## config.mk

```make
export PLATFORM = sky130hd
export DESIGN_NAME = fetch_unit
export DESIGN_NICKNAME = d
export VERILOG_FILES = /design/src/fetch_pkg.sv /design/src/prefetch_fifo.sv /design/src/prefetch.sv /design/src/immediate_reader.sv /design/src/fetch_unit.sv
export VERILOG_INCLUDE_DIRS = /design/src
export SDC_FILE = /design/constraint.sdc
export NUM_CORES = 1
export LEC_CHECK = 0
export BUFFER_PORTS_ARGS = -buffer_cell sky130_fd_sc_hd__clkbuf_2
export CAP_MARGIN = 30
export CORE_MARGIN = 4
export CORE_UTILIZATION = 50
export CTS_BUF_LIST = sky130_fd_sc_hd__clkbuf_4 sky130_fd_sc_hd__clkbuf_8 sky130_fd_sc_hd__clkbuf_16
export CTS_CLUSTER_DIAMETER = 200
export DETAILED_ROUTE_END_ITERATION = 10
export GPL_TIMING_DRIVEN = 1
export PLACE_DENSITY_LB_ADDON = 0.1
export SETUP_SLACK_MARGIN = 0.4
export SLEW_MARGIN = 10
export SYNTH_ARGS = -nofsm -noshare
export SYNTH_HDL_FRONTEND = slang
export SYNTH_HIERARCHICAL = 1
export SYNTH_SLANG_ARGS = --single-unit
```

## constraint.sdc

```tcl
create_clock -name clk -period 3.3 [get_ports clk]
set_input_delay 0 -clock clk [delete_from_list [all_inputs] [get_ports clk]]
set_output_delay 0 -clock clk [all_outputs]
set_load 0.01 [all_outputs]
```

## src/fetch_config.svh

```systemverilog
`ifndef FETCH_CONFIG_SVH
`define FETCH_CONFIG_SVH

// Physical address width of the instruction bus
`define FETCH_PHYS_BITS 20

// Bus word, segment and offset width
`define FETCH_WORD_BITS 16

// One prefetch FIFO entry
`define FETCH_BYTE_BITS 8

`define FETCH_FIFO_DEPTH 6

// Execution starts at FFFF:0000 out of reset
`define FETCH_RESET_CS 16'hFFFF
`define FETCH_RESET_IP 16'h0000

`endif

```

## src/fetch_pkg.sv

```systemverilog
`default_nettype none

`include "fetch_config.svh"

package fetch_pkg;

    typedef logic [`FETCH_WORD_BITS-1:0] seg_off_t;

    typedef logic [`FETCH_BYTE_BITS-1:0] byte_t;

    // New CS:IP carried with the load strobe
    typedef struct packed {
        seg_off_t cs;
        seg_off_t ip;
    } csip_t;

    // Instruction bus request, word addressed
    typedef struct packed {
        logic [`FETCH_PHYS_BITS-1:1] addr;
        logic access;
    } imem_req_t;

    // Instruction bus response, data valid with ack
    typedef struct packed {
        logic [`FETCH_WORD_BITS-1:0] data;
        logic ack;
    } imem_rsp_t;

    typedef struct packed {
        logic start;
        logic is_8bit;
    } immed_req_t;

endpackage

`default_nettype wire

```

## src/prefetch_fifo.sv

```systemverilog
`timescale 1ns/1ns
`default_nettype none

`include "fetch_config.svh"

module prefetch_fifo (
    input  logic             clk,
    input  logic             reset,
    input  logic             flush,
    input  logic             wr_en,
    input  fetch_pkg::byte_t wr_data,
    input  logic             rd_en,
    output fetch_pkg::byte_t rd_data,
    output logic             empty,
    output logic             nearly_full
);

    localparam int PTR_BITS = $clog2(`FETCH_FIFO_DEPTH);
    localparam int CNT_BITS = $clog2(`FETCH_FIFO_DEPTH + 1);
    localparam logic [PTR_BITS-1:0] LAST_IDX = PTR_BITS'(`FETCH_FIFO_DEPTH - 1);
    localparam logic [CNT_BITS-1:0] FULL_COUNT = CNT_BITS'(`FETCH_FIFO_DEPTH);
    localparam logic [CNT_BITS-1:0] NEARLY_FULL_COUNT = CNT_BITS'(`FETCH_FIFO_DEPTH - 2);

    fetch_pkg::byte_t mem [`FETCH_FIFO_DEPTH];
    logic [PTR_BITS-1:0] rd_ptr;
    logic [PTR_BITS-1:0] wr_ptr;
    logic [CNT_BITS-1:0] count;
    logic do_wr;
    logic do_rd;

    assign empty = count == '0;
    // Two free slots left, enough for one more word in flight
    assign nearly_full = count >= NEARLY_FULL_COUNT;
    assign rd_data = mem[rd_ptr];

    assign do_wr = wr_en && count != FULL_COUNT;
    assign do_rd = rd_en && !empty;

    always_ff @(posedge clk) begin
        if (reset || flush) begin
            rd_ptr <= '0;
            wr_ptr <= '0;
            count <= '0;
        end else begin
            if (do_wr)
                wr_ptr <= (wr_ptr == LAST_IDX) ? '0 : wr_ptr + 1'b1;
            if (do_rd)
                rd_ptr <= (rd_ptr == LAST_IDX) ? '0 : rd_ptr + 1'b1;
            case ({do_wr, do_rd})
                2'b10: count <= count + 1'b1;
                2'b01: count <= count - 1'b1;
                default: count <= count;
            endcase
        end
    end

    always_ff @(posedge clk) begin
        if (do_wr)
            mem[wr_ptr] <= wr_data;
    end

endmodule

`default_nettype wire

```

## src/prefetch.sv

```systemverilog
`timescale 1ns/1ns
`default_nettype none

`include "fetch_config.svh"

module prefetch (
    input  logic                 clk,
    input  logic                 reset,
    input  logic                 load,
    input  fetch_pkg::csip_t     new_csip,
    output fetch_pkg::imem_req_t imem_req,
    input  fetch_pkg::imem_rsp_t imem_rsp,
    output logic                 fifo_wr_en,
    output fetch_pkg::byte_t     fifo_wr_data,
    output logic                 fifo_flush,
    input  logic                 fifo_nearly_full
);

    localparam int SEG_SHIFT = `FETCH_PHYS_BITS - `FETCH_WORD_BITS;

    typedef enum logic [1:0] {
        st_idle,
        st_access,
        st_push_high
    } state_t;

    state_t state;
    fetch_pkg::seg_off_t fetch_cs;
    fetch_pkg::seg_off_t fetch_offset;
    fetch_pkg::seg_off_t next_offset;
    fetch_pkg::byte_t high_byte;
    logic [`FETCH_PHYS_BITS-1:0] phys_addr;
    logic [`FETCH_PHYS_BITS-1:1] req_addr;
    logic discard;
    logic ack_cycle;
    logic keep_word;

    // cs * 16 + offset, wrapping at the top of the physical space
    assign phys_addr = {fetch_cs, {SEG_SHIFT{1'b0}}}
                     + {{SEG_SHIFT{1'b0}}, fetch_offset};

    // Round up to the next even offset, wraps inside the segment
    assign next_offset = (fetch_offset | fetch_pkg::seg_off_t'(1))
                       + fetch_pkg::seg_off_t'(1);

    assign imem_req.addr = req_addr;
    assign imem_req.access = state == st_access;

    assign fifo_flush = load;

    assign ack_cycle = state == st_access && imem_rsp.ack;
    // A word requested before a load never reaches the FIFO
    assign keep_word = ack_cycle && !discard && !load;

    always_comb begin
        fifo_wr_en = 1'b0;
        fifo_wr_data = high_byte;
        if (keep_word) begin
            fifo_wr_en = 1'b1;
            // Odd start skips the low byte of the word
            fifo_wr_data = fetch_offset[0] ?
                imem_rsp.data[`FETCH_WORD_BITS-1:`FETCH_BYTE_BITS] :
                imem_rsp.data[`FETCH_BYTE_BITS-1:0];
        end else if (state == st_push_high && !load) begin
            fifo_wr_en = 1'b1;
        end
    end

    always_ff @(posedge clk) begin
        if (reset) begin
            state <= st_idle;
            discard <= 1'b0;
            fetch_cs <= `FETCH_RESET_CS;
            fetch_offset <= `FETCH_RESET_IP;
        end else begin
            if (load) begin
                fetch_cs <= new_csip.cs;
                fetch_offset <= new_csip.ip;
            end else if (keep_word) begin
                fetch_offset <= next_offset;
            end

            case (state)
                st_idle: begin
                    if (!load && !fifo_nearly_full)
                        state <= st_access;
                end
                st_access: begin
                    if (ack_cycle) begin
                        discard <= 1'b0;
                        state <= (keep_word && !fetch_offset[0]) ?
                            st_push_high : st_idle;
                    end else if (load) begin
                        // Bus must still complete, the word is dropped
                        discard <= 1'b1;
                    end
                end
                st_push_high: begin
                    state <= st_idle;
                end
                default: begin
                    state <= st_idle;
                end
            endcase
        end
    end

    // Address held stable for the whole access
    always_ff @(posedge clk) begin
        if (state == st_idle)
            req_addr <= phys_addr[`FETCH_PHYS_BITS-1:1];
        if (keep_word)
            high_byte <= imem_rsp.data[`FETCH_WORD_BITS-1:`FETCH_BYTE_BITS];
    end

endmodule

`default_nettype wire

```

## src/immediate_reader.sv

```systemverilog
`timescale 1ns/1ns
`default_nettype none

`include "fetch_config.svh"

module immediate_reader (
    input  logic                  clk,
    input  logic                  reset,
    input  logic                  load,
    input  fetch_pkg::seg_off_t   new_ip,
    input  fetch_pkg::immed_req_t immed_req,
    output logic                  busy,
    output logic                  complete,
    output fetch_pkg::seg_off_t   immediate,
    output fetch_pkg::seg_off_t   ip,
    output logic                  fifo_rd_en,
    input  fetch_pkg::byte_t      fifo_rd_data,
    input  logic                  fifo_empty
);

    localparam int EXT_BITS = `FETCH_WORD_BITS - `FETCH_BYTE_BITS;

    logic is_8bit_r;
    logic second_byte;
    logic last_pop;

    // Stale bytes are flushed on load, so no pop that cycle
    assign fifo_rd_en = busy && !fifo_empty && !load;
    assign last_pop = fifo_rd_en && (is_8bit_r || second_byte);

    always_ff @(posedge clk) begin
        if (reset) begin
            busy <= 1'b0;
            complete <= 1'b0;
            is_8bit_r <= 1'b0;
            second_byte <= 1'b0;
            ip <= `FETCH_RESET_IP;
        end else begin
            complete <= 1'b0;
            if (load) begin
                busy <= 1'b0;
                second_byte <= 1'b0;
                ip <= new_ip;
            end else begin
                if (fifo_rd_en)
                    ip <= ip + 1'b1;

                if (!busy && immed_req.start) begin
                    busy <= 1'b1;
                    is_8bit_r <= immed_req.is_8bit;
                    second_byte <= 1'b0;
                end else if (last_pop) begin
                    busy <= 1'b0;
                    complete <= 1'b1;
                    second_byte <= 1'b0;
                end else if (fifo_rd_en) begin
                    second_byte <= 1'b1;
                end
            end
        end
    end

    // Little endian, low byte arrives first
    always_ff @(posedge clk) begin
        if (fifo_rd_en) begin
            if (second_byte)
                immediate[`FETCH_WORD_BITS-1:`FETCH_BYTE_BITS] <= fifo_rd_data;
            else
                immediate <= {{EXT_BITS{1'b0}}, fifo_rd_data};
        end
    end

endmodule

`default_nettype wire

```

## src/fetch_unit.sv

```systemverilog
`timescale 1ns/1ns
`default_nettype none

`include "fetch_config.svh"

module fetch_unit (
    input  logic                  clk,
    input  logic                  reset,
    input  logic                  load,
    input  fetch_pkg::csip_t      new_csip,
    output fetch_pkg::imem_req_t  imem_req,
    input  fetch_pkg::imem_rsp_t  imem_rsp,
    input  fetch_pkg::immed_req_t immed_req,
    output fetch_pkg::seg_off_t   immediate,
    output logic                  immed_busy,
    output logic                  immed_complete,
    output fetch_pkg::seg_off_t   ip
);

    logic fifo_wr_en;
    fetch_pkg::byte_t fifo_wr_data;
    logic fifo_flush;
    logic fifo_nearly_full;
    logic fifo_rd_en;
    fetch_pkg::byte_t fifo_rd_data;
    logic fifo_empty;

    prefetch prefetch_i (
        .clk(clk),
        .reset(reset),
        .load(load),
        .new_csip(new_csip),
        .imem_req(imem_req),
        .imem_rsp(imem_rsp),
        .fifo_wr_en(fifo_wr_en),
        .fifo_wr_data(fifo_wr_data),
        .fifo_flush(fifo_flush),
        .fifo_nearly_full(fifo_nearly_full)
    );

    prefetch_fifo prefetch_fifo_i (
        .clk(clk),
        .reset(reset),
        .flush(fifo_flush),
        .wr_en(fifo_wr_en),
        .wr_data(fifo_wr_data),
        .rd_en(fifo_rd_en),
        .rd_data(fifo_rd_data),
        .empty(fifo_empty),
        .nearly_full(fifo_nearly_full)
    );

    immediate_reader immediate_reader_i (
        .clk(clk),
        .reset(reset),
        .load(load),
        .new_ip(new_csip.ip),
        .immed_req(immed_req),
        .busy(immed_busy),
        .complete(immed_complete),
        .immediate(immediate),
        .ip(ip),
        .fifo_rd_en(fifo_rd_en),
        .fifo_rd_data(fifo_rd_data),
        .fifo_empty(fifo_empty)
    );

endmodule

`default_nettype wire

```

==> metrics.txt, run 1 <==
Die W 129 µm; synthesized area 7260 µm²; Total GRT Usage 0.207; clock root cell clkbuf_16; count of final setup violators 0; worst hold path type in2reg; simple-gate share of the synthesized area 0.151; floorplan core area 14000 µm²; maximum fanout along the worst path 8; nets@finish 839; Routed Antenna Nets 0; share of post-route cells with drive strength above 1 0.248; Core Util, Final 0.648; fmax 386 MHz; Final Cycle Share 0.784; Slew HR 0.387; Max-Cap Viols 0; drt drc 0; largest net degree at the start of global routing 41; number of CTS-inserted buffers 17; # IOs 108; hpwl dp 11400 µm; setup total negative slack 0 ns; most common cell after layout, fill and taps aside clkbuf_2; most frequent cells in the layout 107 x clkbuf_2, 91 x edfxtp_1, 67 x dfxtp_1, 61 x nand2_1, 46 x dlygate4sd3_1; CP delay by family, top simple AND/OR/NAND/NOR gates; run status completed; routed via count 5194; initial antenna violation count 0; register area 4070 µm²; area leader, netlist edfxtp_1; Cell Count, Final, Fillers Out 961; Row Count 43; Max Buffers Root-to-Sink 2; GR Overflow Total 0; Synth Warn # 6; Pleak 3.58 nW; actual slew at the worst max-slew pin 0.910 ns; CTS tree built; die area 16500 µm²; Skew-Pair Late Insertion Delay 0.42 ns; Power Density 546 nW/µm²; mux cell area share after synthesis 0.0929; final WL 16500 µm; Power Total 4.97 mW; Synth Net Count 684; Crit-path slowest cell dfxtp_1; sequential cell area fraction in the yosys report 0.561; clk sinks 158; Layout fillers 1084; DIE HEIGHT 129 µm; placed cell count 883; R2R setup slack 0.71 ns; per-cell routed wire length 17.1 µm; area grow syn2layout 25.2%; Multi-input gate area 2970 µm²; Mapped Cells 613; gpl congestion 0.853; number of synthesized flops with an enable pin 91; Initial Util 0.517; Critical Path RT 3.65 ns; vias in the first global route 5231; number of synthesized register bits 158; CP max stage delay 0.45 ns; peak supply drop 0.365 mV; CP Launch Type flop; Synth Area in XOR/XNOR 0.0434; post-cts resize count 0; PortBufs 107; crit path time final 2.59 ns; first-pass GRT wire length 26700 µm; Synth Area in Compound Gates 0.0896; Synth area leaders edfxtp_1 38%, dfxtp_1 18%, mux2i_1 3.9%; WS Path Type reg2reg; Syn Area/Cell 11.8 µm²; critical path arrival 2.93 ns; synthesized-area fraction occupied by adder cells 0.0314; clock slew at reported path FFs 0.06 ns; cell mode on critical path inv_1; ys flop type edfxtp_1; Fin Clk Skew 0.00779 ns; 1st-pass router iterations 5; Fin. Hold Viols 0; unrepaired setup endpoints after global routing no; # diodes 0; area share of the leading cell type in the synthesized netlist 0.376; Post-synth ARST share 0; largest family of logic cells by synthesized area simple AND/OR/NAND/NOR gates; Worst Path Buf+Inv 2; Vias/cell 5.40; Yosys cell types 70; critical path capture point type flop; critical-path cell list nor3_1, nand2b_1, nor2_1, o31ai_1, inv_1, ha_1, inv_1, fa_1, xor2_1, or3_1, a21oi_1; postcts setup bufs 0; H-tree Lvls 4; Pins Over Slew Limit 0; Initial DRC Count 282
cells by family (layout without fill, tap and decap cells):
kind of cell	count (synthesis)	count (layout)
buffers and inverters	49	217
AOI/OAI and AO/OA	101	101
and+or+nand+nor	199	199
xor gates and xnor gates	36	36
DFF	158	158
adders and majority gates	17	17
muxes	53	53
synthesized netlist by cell type (12+ instances only):
| library cell | instances |
|---|---|
| ha_1 | 15 |
| clkbuf_1 | 13 |
| nor3_1 | 22 |
| xnor2_1 | 28 |
| edfxtp_1 | 91 |
| inv_1 | 20 |
| nor2_1 | 44 |
| nand3_1 | 12 |
| a21oi_1 | 37 |
| dfxtp_1 | 67 |
| mux2i_1 | 28 |
| o21ai_0 | 23 |
| nand2_1 | 61 |
path summary, 6_finish.rpt:
kind	start	end	depth (start not counted)
hold / removal	imem_rsp[1]	prefetch_fifo_i/mem[2][0]	3
setup / recovery	prefetch_fifo_i/count[2]	prefetch_fifo_i/count[2]	11
hold reg to reg	prefetch_i/fetch_cs[7]	prefetch_i/fetch_cs[7]	2
setup reg to reg	prefetch_fifo_i/count[2]	prefetch_fifo_i/count[2]	11
per-stage QoR:
stage	hold WS (ns)	cell area, µm²	worst slack [ns]
6_report	0.246	9090	0.713
5_1_grt	0.294	9090	0.513
4_1_cts	0.261	9090	0.726
3_5_place_dp	0.197	7960	0.755
3_3_place_gp	0.197	7950	0.906
2_1_floorplan	0.0966	7260	0.561
timing repair:
item,in CTS,in global routing
endpoints found under the setup margin,0,0
hold buffers,46,0
hold endpoints to repair,62,0
worst min-delay path: cells and delay by family:
kind / cells / cell delay, ns
buffers and inverters: 1 / 0.08
AO/OA/AOI/OAI: 1 / 0.23
multiplexers: 1 / 0.11
metal layers:
layer,global-route usage,vias to the layer above,share of wire
li1,-,2560,-
met1,0.247,2506,0.42
met2,0.371,110,0.53
met3,0.0465,18,0.036
met4,0.0655,0,0.016
met5,0,-,0
sequential cells by signal (all words and copies together) (netlist names), named ones only:
name and flops:
prefetch_fifo_i/mem 48, prefetch_i/req_addr 19, immediate_reader_i/immediate 16, immediate_reader_i/ip 16, prefetch_i/fetch_cs 16, prefetch_i/fetch_offset 16
prefetch_i/high_byte 8, prefetch_fifo_i/count 3, prefetch_fifo_i/rd_ptr 3, prefetch_fifo_i/wr_ptr 3, prefetch_i/state 2, immediate_reader_i/busy 1
immediate_reader_i/complete 1, immediate_reader_i/is_8bit_r 1, immediate_reader_i/second_byte 1, prefetch_i/discard 1
power breakdown:
group          total (mW)  internal [mW]  switching (mW)  leakage, nW
logic               0.529          0.241           0.288         1.85
clock network        2.18           1.41           0.766        0.334
registers            2.26           2.19          0.0690         1.39
total                4.97           3.84            1.12         3.58
final cells by class:
class | instances | area share
inverter | 23 | 0.00949
tap | 180 | 0.0248
clock inverter | 9 | 0.0168
sequential | 158 | 0.448
multi-input combinational | 406 | 0.326
timing repair buffer | 162 | 0.118
clock buffer | 23 | 0.0570
Power figures use the tool's default switching activity.
==> run 2, diff against run 1 <==
==> constraint.sdc (replaced) <==
create_clock -name clk -period 2.3 [get_ports clk]
set_input_delay 0 -clock clk [delete_from_list [all_inputs] [get_ports clk]]
set_output_delay 0 -clock clk [all_outputs]
set_load 0.01 [all_outputs]
==> metrics.txt, run 2 (synthesis results as in run 1) <==
run status completed (unchanged); count of final setup violators 0 (unchanged); Pleak 3.75 nW (was 3.58 nW); maximum fanout along the worst path 3 (was 8); share of post-route cells with drive strength above 1 0.363 (was 0.248); Worst Path Buf+Inv 0 (was 2); die area 16500 µm² (unchanged); most common cell after layout, fill and taps aside clkbuf_2 (unchanged); Power Total 6.89 mW (was 4.97 mW); number of CTS-inserted buffers 17 (unchanged); worst r2r dst prefetch_i/req_addr[14] (was prefetch_fifo_i/count[2]); max reg flops 48 (unchanged); vias in the first global route 5521 (was 5231); peak supply drop 0.543 mV (was 0.365 mV); R2R depth 7 (was 11); drt drc 0 (unchanged); CP Launch Type flop (unchanged); crit path to prefetch_i/req_addr[14] (was prefetch_fifo_i/count[2]); largest reg by FF count prefetch_fifo_i/mem (unchanged); Row Count 43 (unchanged); worst hold path type in2reg (unchanged); routed via count 5447 (was 5194); setup total negative slack 0 ns (unchanged); Critical R2R Launch prefetch_i/fetch_offset[4] (was prefetch_fifo_i/count[2]); hpwl dp 11800 µm (was 11400 µm); area grow syn2layout 34.4% (was 25.2%); critical path capture point type flop (unchanged); Place WS 0.107 ns (was 0.755 ns); CP delay by family, top compound AO/OA/AOI/OAI gates (was simple AND/OR/NAND/NOR gates); initial antenna violation count 0 (unchanged); Fin. Hold Viols 0 (unchanged); Pins Over Slew Limit 0 (unchanged); Skew-Pair Late Insertion Delay 0.43 ns (was 0.42 ns); gpl congestion 0.816 (was 0.853); clk sinks 158 (unchanged); Slew HR 0.537 (was 0.387); # IOs 108 (unchanged); Initial Util 0.517 (unchanged); floorplan core area 14000 µm² (unchanged); fmax 487 MHz (was 386 MHz); Routed Antenna Nets 0 (unchanged); largest net degree at the start of global routing 28 (was 41); H-tree Lvls 4 (unchanged); PortBufs 107 (unchanged); first-pass GRT wire length 27500 µm (was 26700 µm); final WL 17200 µm (was 16500 µm); critical-path cell list ha_4, fa_2, a21oi_4, o22ai_4, o41a_1, mux2i_1, nand3_1 (was nor3_1, nand2b_1, nor2_1, o31ai_1, inv_1, ha_1, inv_1, fa_1, xor2_1, or3_1, a21oi_1); Die W 129 µm (unchanged); most frequent cells in the layout 107 x clkbuf_2, 91 x edfxtp_1, 59 x nand2_1, 49 x dfxtp_1, 44 x dlygate4sd3_1 (was 107 x clkbuf_2, 91 x edfxtp_1, 67 x dfxtp_1, 61 x nand2_1, 46 x dlygate4sd3_1); 1st-pass router iterations 5 (unchanged); Fin Clk Skew 0.00718 ns (was 0.00779 ns); CTS tree built (unchanged); final worst setup slack 0.245 ns (was 0.713 ns); Hold Worst Slack 0.0714 ns (was 0.246 ns); nets@finish 879 (was 839); # diodes 0 (unchanged); CP startpoint prefetch_i/fetch_offset[4] (was prefetch_fifo_i/count[2]); R2R setup slack 0.24 ns (was 0.71 ns); WS Path Type reg2reg (unchanged); Max Buffers Root-to-Sink 2 (unchanged); Vias/cell 5.44 (was 5.40); unrepaired setup endpoints after global routing yes (was no); Initial DRC Count 355 (was 282); GR Overflow Total 0 (unchanged); crit path time final 2.06 ns (was 2.59 ns); Crit path depth 7 (was 11); Max-Cap Viols 0 (unchanged); critical path arrival 2.23 ns (was 2.93 ns); Regs by FF count prefetch_fifo_i/mem: 48 flops, prefetch_i/req_addr: 19 flops (unchanged); actual slew at the worst max-slew pin 0.694 ns (was 0.910 ns); Total GRT Usage 0.213 (was 0.207); Critical Path RT 2.47 ns (was 3.65 ns); Final Cycle Share 0.894 (was 0.784); Crit-path slowest cell fa_2 (was dfxtp_1); clock root cell clkbuf_16 (unchanged); Power Density 706 nW/µm² (was 546 nW/µm²); DIE HEIGHT 129 µm (unchanged); CP max stage delay 0.37 ns (was 0.45 ns); clock slew at reported path FFs 0.06 ns (about the same); per-cell routed wire length 17.2 µm (was 17.1 µm)
[run 2: per-layer routing]
metal	part of all wire	GRT usage
met1	0.40	0.252
met2	0.54	0.386
met3	0.044	0.0482
met4	0.015	0.0624
met5	0	0
[run 2: metrics by stage]
stage	utilization	instance area [µm²]	instances
floorplan	-	7420	613
global placement	0.582	8170	893
detailed placement	0.582	8170	893
CTS	0.675	9490	994
global route	0.695	9760	1001
finish	0.695	9760	1001
[run 2: layout make-up]
class	count	area, µm²
Multi-Input combinational cell	406	3330
Clock inverter	12	110
Inverter	23	96.3
Sequential cell	158	4110
Timing Repair Buffer	202	1420
Tap cell	180	225
Fill cell	1001	4280
Clock buffer	20	472
[run 2: worst register-to-register path: cells and delay by family, from the launching register on]
family                   cells  cell delay, ns
AO/OA/AOI/OAI                3            0.68
adder cells (fa/ha/maj)      2            0.53
AND/OR/NAND/NOR              1            0.08
flip-flops                   1            0.35
multiplexers                 1            0.17
[run 2: power breakdown]
| group | leakage, nW | switching, mW | internal [mW] |
|---|---|---|---|
| Combinational | 2.08 | 0.458 | 0.450 |
| Sequential | 1.40 | 0.118 | 3.14 |
| Clock | 0.277 | 1.13 | 1.60 |
| Total | 3.75 | 1.71 | 5.18 |
[run 2: how the worst min path moves through the flow]
stage	cells past startpoint	end	from	slack (ns)
floorplan	1	prefetch_i/discard	imem_rsp[0]	0.1
global placement	1	prefetch_i/high_byte[6]	imem_rsp[15]	0.19
detailed placement	1	prefetch_i/high_byte[5]	imem_rsp[14]	0.19
CTS	2	immediate_reader_i/busy	load	0.05
global route	4	prefetch_fifo_i/mem[5][4]	imem_rsp[5]	0.11
finish	2	immediate_reader_i/busy	load	0.07
[run 2: repair_timing]
item	in CTS	in global routing
setup endpoints to repair	84	91
pin swaps	13	19
resized for setup	28	43
setup buffers	25	7
hold buffers	44	0
endpoints found under the hold margin	60	0
==> run 3, diff against run 2 <==
--- a/config.mk
+++ b/config.mk
@@ -10,7 +10,6 @@
 export CAP_MARGIN = 30
 export CORE_MARGIN = 4
 export CORE_UTILIZATION = 50
-export CTS_BUF_LIST = sky130_fd_sc_hd__clkbuf_4 sky130_fd_sc_hd__clkbuf_8 sky130_fd_sc_hd__clkbuf_16
 export CTS_CLUSTER_DIAMETER = 200
 export DETAILED_ROUTE_END_ITERATION = 10
 export GPL_TIMING_DRIVEN = 1
==> metrics.txt, run 3 (synthesis results as in run 1) <==
area grow syn2layout 34.4% (about the same); most common cell after layout, fill and taps aside clkbuf_2 (unchanged); placed cell count 893 (unchanged); clock root cell clkbuf_16 (unchanged); count of final setup violators 0 (unchanged); Skew-Pair Late Insertion Delay 0.43 ns (about the same); Hold Worst Slack 0.0713 ns (was 0.0714 ns); clk sinks 158 (unchanged); Final Cycle Share 0.894 (about the same); largest net degree at the start of global routing 28 (unchanged); Die W 129 µm (unchanged); actual slew at the worst max-slew pin 0.694 ns (about the same); # diodes 0 (unchanged); maximum fanout along the worst path 3 (unchanged); Worst Hold End immediate_reader_i/busy (unchanged); routed via count 5448 (was 5447); clock share of power 0.395 (was 0.396); critical path arrival 2.23 ns (about the same); Crit-path slowest cell fa_2 (unchanged); gpl congestion 0.816 (unchanged); worst hold path type in2reg (unchanged); Pins Over Slew Limit 0 (unchanged); largest reg by FF count prefetch_fifo_i/mem (unchanged); # IOs 108 (unchanged); drt drc 0 (unchanged); worst r2r dst prefetch_i/req_addr[14] (unchanged); H-tree Lvls 4 (unchanged); nets@finish 879 (unchanged); DIE HEIGHT 129 µm (unchanged); Max Buffers Root-to-Sink 2 (unchanged); die area 16500 µm² (unchanged); Hold Startpoint load (unchanged); 1st-pass router iterations 5 (unchanged); Power Total 6.88 mW (was 6.89 mW); first-pass GRT wire length 27500 µm (unchanged); unrepaired setup endpoints after global routing yes (unchanged); Pleak 3.75 nW (about the same); peak supply drop 0.543 mV (about the same); worst hold path depth 2 (unchanged); final WL 17200 µm (about the same); Worst Path Buf+Inv 0 (unchanged); Slew HR 0.537 (about the same); per-cell routed wire length 17.2 µm (about the same); initial antenna violation count 0 (unchanged); hpwl dp 11800 µm (unchanged); setup total negative slack 0 ns (unchanged); R2R setup slack 0.24 ns (about the same); most frequent cells in the layout 107 x clkbuf_2, 91 x edfxtp_1, 59 x nand2_1, 49 x dfxtp_1, 44 x dlygate4sd3_1 (unchanged); Core Util, Final 0.695 (about the same); WS Path Type reg2reg (unchanged); clock slew at reported path FFs 0.06 ns (about the same); Power Density 705 nW/µm² (was 706 nW/µm²); sequential power share 0.473 (was 0.472); CTS tree built (unchanged); register area 4110 µm² (unchanged); critical path capture point type flop (unchanged); number of CTS-inserted buffers 17 (unchanged); CP max stage delay 0.37 ns (about the same); Regs by FF count prefetch_fifo_i/mem: 48 flops, prefetch_i/req_addr: 19 flops (unchanged); CP delay by family, top compound AO/OA/AOI/OAI gates (unchanged); fmax 487 MHz (unchanged); R2R depth 7 (unchanged); switching part of the total 0.248 (about the same); Row Count 43 (unchanged); Routed Antenna Nets 0 (unchanged); CP Launch Type flop (unchanged); Cell Count, Final, Fillers Out 1001 (unchanged); vias in the first global route 5521 (unchanged); Int Pwr 5.17 mW (was 5.18 mW); Layout fillers 1003 (was 1001); Comb power frac 0.132 (about the same); Place WS 0.107 ns (unchanged); Critical Path RT 2.47 ns (about the same); Net Switching 1.71 mW (about the same); Critical R2R Launch prefetch_i/fetch_offset[4] (unchanged); placed inst area 8170 µm² (unchanged); run status completed (unchanged); Vias/cell 5.44 (about the same); crit path time final 2.06 ns (about the same); critical-path cell list ha_4, fa_2, a21oi_4, o22ai_4, o41a_1, mux2i_1, nand3_1 (unchanged); Initial Util 0.517 (unchanged); Fin. Hold Viols 0 (unchanged); PortBufs 107 (unchanged); Initial DRC Count 355 (unchanged); final worst setup slack 0.245 ns (about the same); max reg flops 48 (unchanged); GR Overflow Total 0 (unchanged); Fin Clk Skew 0.00701 ns (was 0.00718 ns); Total GRT Usage 0.213 (unchanged); Max-Cap Viols 0 (unchanged); share of post-route cells with drive strength above 1 0.362 (was 0.363); design area 9760 µm² (about the same); Multi-input gate area 3330 µm² (unchanged); floorplan core area 14000 µm² (unchanged)
==> run 3: how the worst max path moves through the flow <==
stage / from / endpoint / cells after the start
after global routing: prefetch_i/discard / prefetch_fifo_i/count[2] / 10
final: prefetch_i/fetch_offset[4] / prefetch_i/req_addr[14] / 7
after detailed placement: prefetch_i/state[0] / prefetch_fifo_i/mem[2][1] / 6
after global placement: prefetch_fifo_i/count[2] / prefetch_fifo_i/count[2] / 11
after CTS: prefetch_fifo_i/count[0] / prefetch_fifo_i/count[2] / 9
after floorplan: prefetch_fifo_i/count[0] / prefetch_fifo_i/count[2] / 12
==> run 3: layout make-up <==
cell class / instances / area share
Clock buffer: 20 / 0.0479
Clock inverter: 12 / 0.0113
Inverter: 23 / 0.00987
Multi-Input combinational cell: 406 / 0.341
Sequential cell: 158 / 0.422
Tap cell: 180 / 0.0231
Timing Repair Buffer: 202 / 0.145
==> run 3: power by group through the flow <==
| stage | clock network [mW] | logic, mW | registers (mW) |
|---|---|---|---|
| 5_1_grt | 2.91 | 0.994 | 3.27 |
| 2_1_floorplan | 0 | 0.415 | 3.32 |
| 4_1_cts | 2.76 | 0.823 | 3.25 |
| 3_5_place_dp | 0 | 0.706 | 3.31 |
| 3_3_place_gp | 0 | 0.695 | 3.30 |
| 6_report | 2.72 | 0.909 | 3.25 |
==> run 3: metal layers <==
metal,vias to the layer above,track usage,routed length [µm]
li1,2644,-,-
met1,2639,0.252,6890
met2,144,0.386,9320
met3,21,0.0482,753
met4,0,0.0624,259
met5,-,0,0
==> run 3: timing repair <==
item,in CTS,in global routing
setup endpoints to repair,84,91
gates resized for setup,28,43
setup buffers,25,7
gates cloned,0,0
hold buffers,44,0
pin swaps,13,19
endpoints found under the hold margin,60,0
